## src/ooo_pkg.sv

```systemverilog
`default_nettype none

package ooo_pkg;

    //////////////////////////////
    // sizes
    //////////////////////////////
    localparam int xlen        = 32;
    localparam int reg_num     = 32;
    localparam int rob_size    = 8;   // must stay a power of two, tags wrap
    localparam int rs_depth    = 4;   // entries per station
    localparam int mult_stages = 3;   // at least 2

    typedef logic [$clog2(reg_num)-1:0]  reg_idx_t;
    typedef logic [$clog2(rob_size)-1:0] rob_tag_t;

    //////////////////////////////
    // encodings
    //////////////////////////////
    typedef enum logic {
        fu_alu,
        fu_mult
    } fu_sel_t;

    typedef enum logic [2:0] {
        alu_add, alu_sub, alu_and, alu_or,
        alu_xor, alu_slt, alu_sll, alu_srl
    } alu_func_t;

    typedef enum logic {
        mul_lo                        // low word of the product
    } mult_func_t;

    //////////////////////////////
    // bundles
    //////////////////////////////
    typedef struct packed {
        fu_sel_t   fu_sel;
        alu_func_t alu_func;           // ignored for the multiplier
        reg_idx_t  rd;
        reg_idx_t  rs1;
        reg_idx_t  rs2;
        logic      use_imm;            // imm replaces rs2
        logic [11:0] imm;              // sign-extended
    } dispatch_op_t;

    typedef struct packed {
        logic            ready;
        rob_tag_t        tag;          // producer while not ready
        logic [xlen-1:0] value;
    } operand_t;

    typedef struct packed {
        logic            valid;
        rob_tag_t        tag;
        logic [xlen-1:0] value;
    } cdb_t;

    typedef struct packed {
        logic            valid;
        reg_idx_t        rd;
        logic [xlen-1:0] value;
    } commit_t;

endpackage

`default_nettype wire
```

## src/cdb_arbiter.sv

```systemverilog
`default_nettype none
`timescale 1ns/100ps

module cdb_arbiter (
    input  logic          alu_ready,      // alu station has a ready entry
    input  ooo_pkg::cdb_t alu_result,
    input  ooo_pkg::cdb_t mult_result,
    input  logic          mult_due_next,
    output logic          alu_grant,
    output ooo_pkg::cdb_t cdb
);

    // alu lands one cycle after grant, so hold it off when a product lands then
    assign alu_grant = alu_ready && !mult_due_next;

    // multiplier first, fixed latency cannot wait
    always_comb begin
        cdb = alu_result;
        if (mult_result.valid)
            cdb = mult_result;
    end

endmodule

`default_nettype wire

```

## config.mk

```make
export PLATFORM = sky130hd
export DESIGN_NAME = cdb_arbiter
export DESIGN_NICKNAME = d
export VERILOG_FILES = /design/src/ooo_pkg.sv /design/src/cdb_arbiter.sv
export SDC_FILE = /design/constraint.sdc
export NUM_CORES = 1
export LEC_CHECK = 0
export ABC_AREA = 1
export BUFFER_PORTS_ARGS = -buffer_cell sky130_fd_sc_hd__buf_2
export CORE_MARGIN = 1
export CORE_UTILIZATION = 27
export DETAILED_ROUTE_END_ITERATION = 10
export GPL_TIMING_DRIVEN = 1
export PLACE_DENSITY = 0.91
export RECOVER_POWER = 100
export SLEW_MARGIN = 40
export SYNTH_ARGS = -nofsm -noshare
export SYNTH_HDL_FRONTEND = slang
export SYNTH_SLANG_ARGS = --single-unit
```

## constraint.sdc

```tcl
create_clock -name vclk -period 1.4
set_clock_uncertainty 0.05 [all_clocks]
set_input_delay 0.21 -clock vclk [all_inputs]
set_output_delay 0.21 -clock vclk [all_outputs]
set_load 0.005 [all_outputs]
```

**After elaboration in Yosys (flattened, before gate mapping)**

Cells that the tools add are included.

- Multiplexer cells: 1
- Reductions and logical operators: 2

Operators with widths:

| kind | number |
|---|---|
| 2-to-1 mux 36 bit | 1 |
| logical AND 1 bit | 1 |
| logical NOT 1 bit | 1 |

- Register bits after elaboration: 0
- Input port bits: 74
- Output and inout port bits: 37
- Logic and storage cells: 3

**Depth between registers and ports, before layout**

Gate-level depths: netlist (run 1).

- Word-level depth: 2
- Gate-level depth with buffers: 5

**Least setup slack after synthesis (run 1)**

No wires, ideal clock.

- Path type: input to output
- From: input port mult_result[35] (netlist name)
- To: output port cdb[10] (netlist name)
- Arrival: 0.632 ns
- Required time: 1.140 ns
- Path slack: 0.508 ns
- Stages: 5
- Path buffers: 2
- Cells stage by stage: buf_6 > inv_8 > buf_8 > nand2_2 > nand2_1

RTL lines:

| element | line | text |
|---|---|---|
| start: declaration | cdb_arbiter.sv:7 | `input ooo_pkg::cdb_t mult_result,` |
| end: declaration | cdb_arbiter.sv:10 | `output ooo_pkg::cdb_t cdb` |

==> results of run 1 <==
-- cell families after synthesis --
logic type             count (synthesis)  share of synthesized area, %
AND/OR/NAND/NOR                      107                          83.3
buffers and inverters                  9                          16.7
-- worst min-delay path: stages --
cell and delay, ns:
buf_2 0.07, nor2_1 0.03, clkbuf_1 0.09
-- area by class of cell --
class,instances,area (sq um),share of cell area (%)
inverters,2,10.0,0.996
multi-input cells,107,409,40.7
well taps,25,31.3,3.11
repair buffers,113,554,55.2
-- cell usage in the layout, fill, tap and decap left out --
master / count
nand2_1: 103
buf_2: 98
clkbuf_1: 13
nand2_2: 2
buf_4: 2
inv_4: 1
inv_1: 1
nor2_1: 1
or2_2: 1
-- through the flow --
step                      instance area (sq um)  total power (uW)  util, %  std cells
after floorplan                             515               139        -        116
after global placement                     1050               303     59.3        247
after CTS                                  1050               309     59.3        247
after detailed placement                   1050               308     59.3        247
after global routing                       1000               337     57.0        247
final                                      1000               292     57.0        247
-- path summary, 6_finish.rpt --
check             cells after the start        end
setup / recovery                      5     cdb[2]
hold / removal                        3  alu_grant
-- power groups by stage --
stage | combinational, uW | clock (uW) | sequential (uW)
floorplan | 139 | 0 | 0
global placement | 303 | 0 | 0
detailed placement | 308 | 0 | 0
CTS | 309 | 0 | 0
global route | 337 | 0 | 0
finish | 292 | 0 | 0
-- routing by layer --
| metal | part of all wire [%] | GRT usage (%) |
|---|---|---|
| met1 | 36 | 19.5 |
| met2 | 52 | 36.0 |
| met3 | 11 | 1.59 |
| met4 | 0 | 0 |
| met5 | 0 | 0 |
==> flow_metrics.py, run 1 <==
metrics = {
    "sta": {
        "worst-slew-pin-transition_ns": 0.331,
        "finalCritPeriodShare_pct": 83.0,
        "timing.final.ws_setup_ns": 0.239,
        "period_needed_ns": 1.16,
        "clock.fmax_mhz": 861,
        "rsz0062_at_grt": "false",
        "finalSetupViolations": 0,
        "relSlewSlack_pct": 77.9,
        "slew_violations": 0,
        "hold_ws_ns": 0.570,
        "fin_setup_tns_ns": 0,
        "hold_viol": 0,
    },
    "critical_path": {
        "cp_max_fo": 35,
        "cp.arrival_ns": 0.90,
        "critical_path.startpoint_type": "input port",
        "cpPeakStageDelay_ns": 0.27,
        "cp.required_ns": 1.14,
        "worstSetupStartpoint": "mult_result[35]",
        "cp_top_family": "buffers and inverters",
        "end_kind": "output pin",
        "crit_top_cell": "nand2_1",
        "crit_type": "input port to output pin",
        "cp_num_buf_inv": 3,
        "critical_path.slowest_cell": "inv_4",
        "path_cells": "buf_2, inv_4, nand2_1, nand2_1, clkbuf_1",
    },
    "final_layout": {
        "clockBufferCount": 0,
        "area_growth_pct": 94.9,
        "diodes": 0,
        "regArea_sq_um": 0,
        "seq_cells": 0,
        "num-nets-final": 298,
        "n_fill_cell": 214,
        "drive_above_1_share_pct": 46.8,
    },
    "synthesis": {
        "yosysMostFrequentCell": "nand2_1",
        "ys_top_cells_by_count": "95 x nand2_1, 10 x nand2_2, 3 x buf_4, 3 x buf_6",
        "syn_avg_cell_area_sq_um": 4.44,
        "syn_nets": 190,
        "synth_cell_types": 9,
        "synthCells": 116,
        "ys_warn_count": 0,
        "synth_area_leaders": "nand2_1 69%, nand2_2 12%, buf_6 6.6%",
        "synth_top_area_cell": "nand2_1",
        "synthDominantCellAreaShare_pct": 69.2,
        "synth_area_sq_um": 515,
        "ys_seq_area_share_pct": 0,
    },
    "clock_network": {
        "cts.hold.buffers_added": 0,
        "ctsResizeCount": 0,
        "post_cts_buffers": 0,
    },
    "placed_design": {
        "numPortBuffers": 111,
        "pre_cts_slack_ns": 0.252,
        "post-dp-hpwl_microns": 1700,
        "gp_congestion": 0.623,
    },
    "floorplan": {
        "rows": 15,
        "die_area_sq_um": 2090,
        "io_pins": 111,
        "die_w_microns": 45.7,
        "die_h_microns": 45.7,
        "core_sq_um": 1760,
        "start_util_pct": 29.2,
    },
    "pwr": {
        "p_switching_uw": 134,
        "p_seq_share_pct": 0,
        "p_comb_share_pct": 100.0,
        "switching_share_pct": 46.1,
        "max-vdd-ir-drop_v": 0.000142,
        "intPower_uw": 157,
        "p_clk_share_pct": 0,
        "power_density_nw_per_um2": 290,
        "p_leak_uw": 0.000737,
    },
    "grt": {
        "grt_start_max_net_pins": 36,
        "grt_pass1_wl_microns": 2850,
        "overflow": 0,
        "track_usage_pct": 17.3,
        "grt_pass1_vias": 733,
        "antenna_found_initial": 0,
    },
    "detailed_routing": {
        "drt_pass1_iterations": 4,
        "drc": 0,
        "vias_per_cell": 3.99,
        "ant_nets": 0,
        "wl_per_cell_microns": 8.34,
        "wl_microns": 2060,
        "vias": 985,
        "drt_iter0_markers": 10,
    },
    "worst_hold_path": {
        "hold_class": "input port to output pin",
        "hold_start": "mult_due_next",
    },
    "run": {
        "maxCapViolCount": 0,
    },
    "run_status": {
        "status": "complete, no violations",
    },
}
Note: power is estimated with default switching activity, not from simulation.
==> run 2: changes to the inputs <==
--- a/config.mk
+++ b/config.mk
@@ -5,13 +5,13 @@
 export SDC_FILE = /design/constraint.sdc
 export NUM_CORES = 1
 export LEC_CHECK = 0
-export ABC_AREA = 1
+export ABC_AREA = 0
 export BUFFER_PORTS_ARGS = -buffer_cell sky130_fd_sc_hd__buf_2
 export CORE_MARGIN = 1
-export CORE_UTILIZATION = 27
+export CORE_UTILIZATION = 24
 export DETAILED_ROUTE_END_ITERATION = 10
 export GPL_TIMING_DRIVEN = 1
-export PLACE_DENSITY = 0.91
+export PLACE_DENSITY = 0.8
 export RECOVER_POWER = 100
 export SLEW_MARGIN = 40
 export SYNTH_ARGS = -nofsm -noshare
==> constraint.sdc (replaced) <==
create_clock -name vclk -period 0.95
set_clock_uncertainty 0.05 [all_clocks]
set_input_delay 0.1425 -clock vclk [all_inputs]
set_output_delay 0.1425 -clock vclk [all_outputs]
set_load 0.005 [all_outputs]
==> flow_metrics.py, run 2 <==
metrics = {
    "synthesis": {
        "yosysMostFrequentCell": "mux2_4",
        "synthCells": 41,
        "synth_area_sq_um": 587,
        "synth_cell_types": 6,
        "ys_top_cells_by_count": "29 x mux2_4, 6 x mux2_2, 3 x buf_12",
        "ys_warn_count": 0,
        "synth_top_area_cell": "mux2_4",
        "syn_nets": 115,
        "ys_seq_area_share_pct": 0,
        "synthDominantCellAreaShare_pct": 74.2,
        "synth_area_leaders": "mux2_4 74%, mux2_2 12%, buf_12 10%",
        "syn_avg_cell_area_sq_um": 14.3,
    },
    "floorplan": {
        "start_util_pct": 26.0,
        "die_h_microns": 51.4,
        "core_sq_um": 2250,
        "rows": 17,
        "die_area_sq_um": 2650,
        "die_w_microns": 51.4,
        "io_pins": 111,
    },
    "sta": {
        "period_needed_ns": 1.03,
        "slew_violations": 0,
        "finalCritPeriodShare_pct": 109,
        "fin_setup_tns_ns": -2.37,
        "worst-slew-pin-transition_ns": 0.0856,
        "relSlewSlack_pct": 94.3,
        "rsz0062_at_grt": "true",
        "hold_ws_ns": 0.432,
        "timing.final.ws_setup_ns": -0.0846,
        "finalSetupViolations": 35,
        "clock.fmax_mhz": 967,
        "hold_viol": 0,
    },
    "pwr": {
        "p_leak_uw": 0.000848,
        "power_density_nw_per_um2": 506,
        "max-vdd-ir-drop_v": 0.000391,
    },
    "run": {
        "maxCapViolCount": 0,
    },
    "critical_path": {
        "end_kind": "output pin",
        "cp_max_fo": 10,
        "cp.required_ns": 0.76,
        "cp_top_family": "buffers and inverters",
        "cpPeakStageDelay_ns": 0.31,
        "critical_path.startpoint_type": "input port",
        "cp_num_buf_inv": 3,
        "critical_path.slowest_cell": "mux2_4",
        "path_cells": "buf_12, buf_16, mux2_4, buf_6",
        "crit_type": "input port to output pin",
        "cp.arrival_ns": 0.84,
    },
    "final_layout": {
        "multiInputGateArea_sq_um": 538,
        "drive_above_1_share_pct": 98.0,
        "area_growth_pct": 148,
        "final_cell_mix": "74 x buf_2, 35 x mux2_4, 35 x buf_6",
        "seq_cells": 0,
        "num-nets-final": 228,
        "n_fill_cell": 192,
        "regArea_sq_um": 0,
        "clockBufferCount": 0,
        "final_common_cell": "buf_2",
        "diodes": 0,
    },
    "run_status": {
        "violations": "negative setup slack",
        "status": "finished, violations left",
    },
    "detailed_routing": {
        "vias_per_cell": 4.42,
        "vias": 795,
        "wl_microns": 2280,
        "ant_nets": 0,
        "drt_iter0_markers": 5,
        "drc": 0,
        "drt_pass1_iterations": 4,
        "wl_per_cell_microns": 12.6,
    },
    "placed_design": {
        "gp_congestion": 0.715,
        "numPortBuffers": 111,
    },
    "grt": {
        "track_usage_pct": 16.1,
        "antenna_found_initial": 0,
        "grt_pass1_vias": 777,
        "grt_start_max_net_pins": 11,
        "overflow": 0,
        "grt_pass1_wl_microns": 3280,
    },
    "worst_hold_path": {
        "hold_class": "input port to output pin",
        "hold_end": "alu_grant",
        "whs_path_depth": 3,
        "hold_start": "mult_due_next",
    },
    "clock_network": {
        "cts.hold.buffers_added": 0,
        "post_cts_buffers": 0,
    },
}
run 2: cell count changes after synthesis, moves of 2 or more:
cell	change
buf_12	+3
mux2_4	+29
nand2_1	-95
nand2_2	-10
mux2_2	+6
buf_4	-3
buf_6	-2
run 2: kinds of logic after synthesis:
| kind of cell | count (synthesis) | share of synthesized area [%] |
|---|---|---|
| simple gates | 2 | 2.13 |
| buf+inv | 4 | 12.2 |
| mux | 35 | 85.7 |
run 2: timing repair:
| action | CTS | global route |
|---|---|---|
| resized for setup | 35 | 12 |
| pin swaps | 0 | 1 |
| setup endpoints to repair | 36 | 36 |
| gates cloned | 2 | 0 |
run 2: worst max path at each step:
stage,from,to,slack [ns],depth (start not counted)
2_1_floorplan,mult_result[35],cdb[10],0.04,3
3_3_place_gp,mult_result[35],cdb[5],-0.15,4
3_5_place_dp,mult_result[35],cdb[8],-0.18,4
4_1_cts,mult_result[35],cdb[4],-0.08,4
5_1_grt,mult_result[35],cdb[7],-0.09,4
6_report,mult_result[35],cdb[7],-0.08,4
run 2: cell type report:
type | instances | area share [%]
multi-input combinational | 37 | 36.9
tap | 28 | 2.41
timing repair buffer | 115 | 60.7
run 2: report_power, final:
part | internal (uW) | total [uW] | switching [uW]
combinational | 531 | 738 | 206
sequential | 0 | 0 | 0
clock | 0 | 0 | 0
run 2: per-stage QoR:
stage | worst slack (ns) | std cells | util [%] | total power, uW | cell area (sq um)
after floorplan | 0.0381 | 41 | - | 275 | 587
after global placement | -0.154 | 178 | 50.8 | 514 | 1150
after detailed placement | -0.179 | 178 | 50.8 | 527 | 1150
after CTS | -0.0784 | 180 | 61.5 | 687 | 1390
after global routing | -0.0922 | 180 | 64.6 | 783 | 1460
final | -0.0846 | 180 | 64.6 | 738 | 1460
run 2: layer usage:
layer	up-vias	share of wire [%]	track usage, %
li1	378	-	-
met1	353	29	14.2
met2	60	59	35.7
met3	4	11	3.57
met4	0	1.1	2.25
met5	-	0	0
==> run 3: changes to the inputs <==
==> constraint.sdc (replaced) <==
create_clock -name vclk -period 0.95
set_clock_uncertainty 0.05 [all_clocks]
set_input_delay 0 -clock vclk [all_inputs]
set_output_delay 0 -clock vclk [all_outputs]
set_load 0.005 [all_outputs]
==> flow_metrics.py, run 3 (same netlist as run 2, synthesis figures left out) <==
metrics = {
    "grt": {
        "grt_start_max_net_pins": 21,
        "grt_pass1_wl_microns": 2950,
        "antenna_found_initial": 0,
        "grt_pass1_vias": 761,
        "track_usage_pct": 14.0,
        "overflow": 0,
    },
    "worst_hold_path": {
        "hold_end": "alu_grant",
        "hold_class": "input port to output pin",
        "hold_start": "mult_due_next",
        "whs_path_depth": 3,
    },
    "sta": {
        "relSlewSlack_pct": 92.5,
        "clock.fmax_mhz": 1180,
        "worst-slew-pin-transition_ns": 0.113,
        "finalCritPeriodShare_pct": 89.5,
        "hold_viol": 0,
        "period_needed_ns": 0.850,
        "slew_violations": 0,
        "finalSetupViolations": 0,
        "fin_setup_tns_ns": 0,
        "rsz0062_at_grt": "false",
    },
    "clock_network": {
        "ctsResizeCount": 0,
        "cts.hold.buffers_added": 0,
        "post_cts_buffers": 0,
    },
    "detailed_routing": {
        "vias_per_cell": 4.28,
        "ant_nets": 0,
        "drt_iter0_markers": 3,
        "drt_pass1_iterations": 2,
        "vias": 761,
        "wl_microns": 1980,
        "drc": 0,
        "wl_per_cell_microns": 11.1,
    },
    "critical_path": {
        "critical_path.startpoint_type": "input port",
        "cp.arrival_ns": 0.80,
        "cp_max_fo": 20,
        "crit_type": "input port to output pin",
        "cp.required_ns": 0.90,
        "end_kind": "output pin",
    },
    "floorplan": {
        "die_area_sq_um": 2650,
        "die_h_microns": 51.4,
        "io_pins": 111,
        "rows": 17,
        "core_sq_um": 2250,
        "die_w_microns": 51.4,
        "start_util_pct": 26.0,
    },
    "final_layout": {
        "diodes": 0,
        "clockBufferCount": 0,
        "finish.utilization_pct": 46.3,
        "num-nets-final": 226,
        "final_cell_mix": "108 x buf_2, 26 x mux2_1, 6 x mux2_2",
        "area_growth_pct": 78.0,
        "regArea_sq_um": 0,
        "final_common_cell": "buf_2",
        "seq_cells": 0,
        "drive_above_1_share_pct": 79.3,
    },
    "pwr": {
        "power_density_nw_per_um2": 418,
        "p_leak_uw": 0.000603,
        "max-vdd-ir-drop_v": 0.000285,
    },
    "placed_design": {
        "numPortBuffers": 111,
        "gp_congestion": 0.714,
        "post-dp-hpwl_microns": 1760,
    },
    "run": {
        "maxCapViolCount": 0,
    },
    "run_status": {
        "status": "complete, no violations",
    },
}
run 3: through the flow:
step                      power [uW]  instances  setup WS [ns]  cell area (sq um)  hold slack, ns
final                            437        178         0.0997               1040           0.145
after global routing             483        178         0.0672               1040           0.164
after CTS                        531        178          0.101               1150           0.167
after detailed placement         530        178          0.101               1150           0.167
after global placement           514        178          0.131               1150           0.165
after floorplan                  275         41          0.323                587         -0.0198
run 3: worst max-delay path by stage:
stage | startpoint | to | slack (ns) | depth (start not counted)
CTS | mult_result[35] | cdb[8] | 0.10 | 4
floorplan | mult_result[35] | cdb[10] | 0.32 | 3
finish | mult_result[35] | cdb[9] | 0.1 | 4
detailed placement | mult_result[35] | cdb[8] | 0.10 | 4
global route | mult_result[35] | cdb[9] | 0.07 | 4
global placement | mult_result[35] | cdb[5] | 0.13 | 4
run 3: where the power goes:
group	switching, uW	total, uW	internal, uW
combinational	152	437	285
clock	0	0	0
sequential	0	0	0
total	152	437	285
run 3: routing by layer:
metal | vias to the layer above | global-route usage (%) | wire, microns
li1 | 372 | - | -
met4 | 0 | 0 | 0
met1 | 333 | 12.3 | 659
met5 | - | 0 | 0
met3 | 0 | 2.38 | 241
met2 | 56 | 32.5 | 1080
run 3: worst max-delay path, stage by stage:
cell	delay [ns]
buf_2	0.14
buf_12	0.17
mux2_1	0.35
buf_2	0.13
run 3: cell type report:
| cell class | instances | area [sq um] |
|---|---|---|
| Tap cell | 28 | 35.0 |
| Multi-Input combinational cell | 37 | 418 |
| Timing Repair Buffer | 113 | 592 |
| Fill cell | 263 | 1210 |
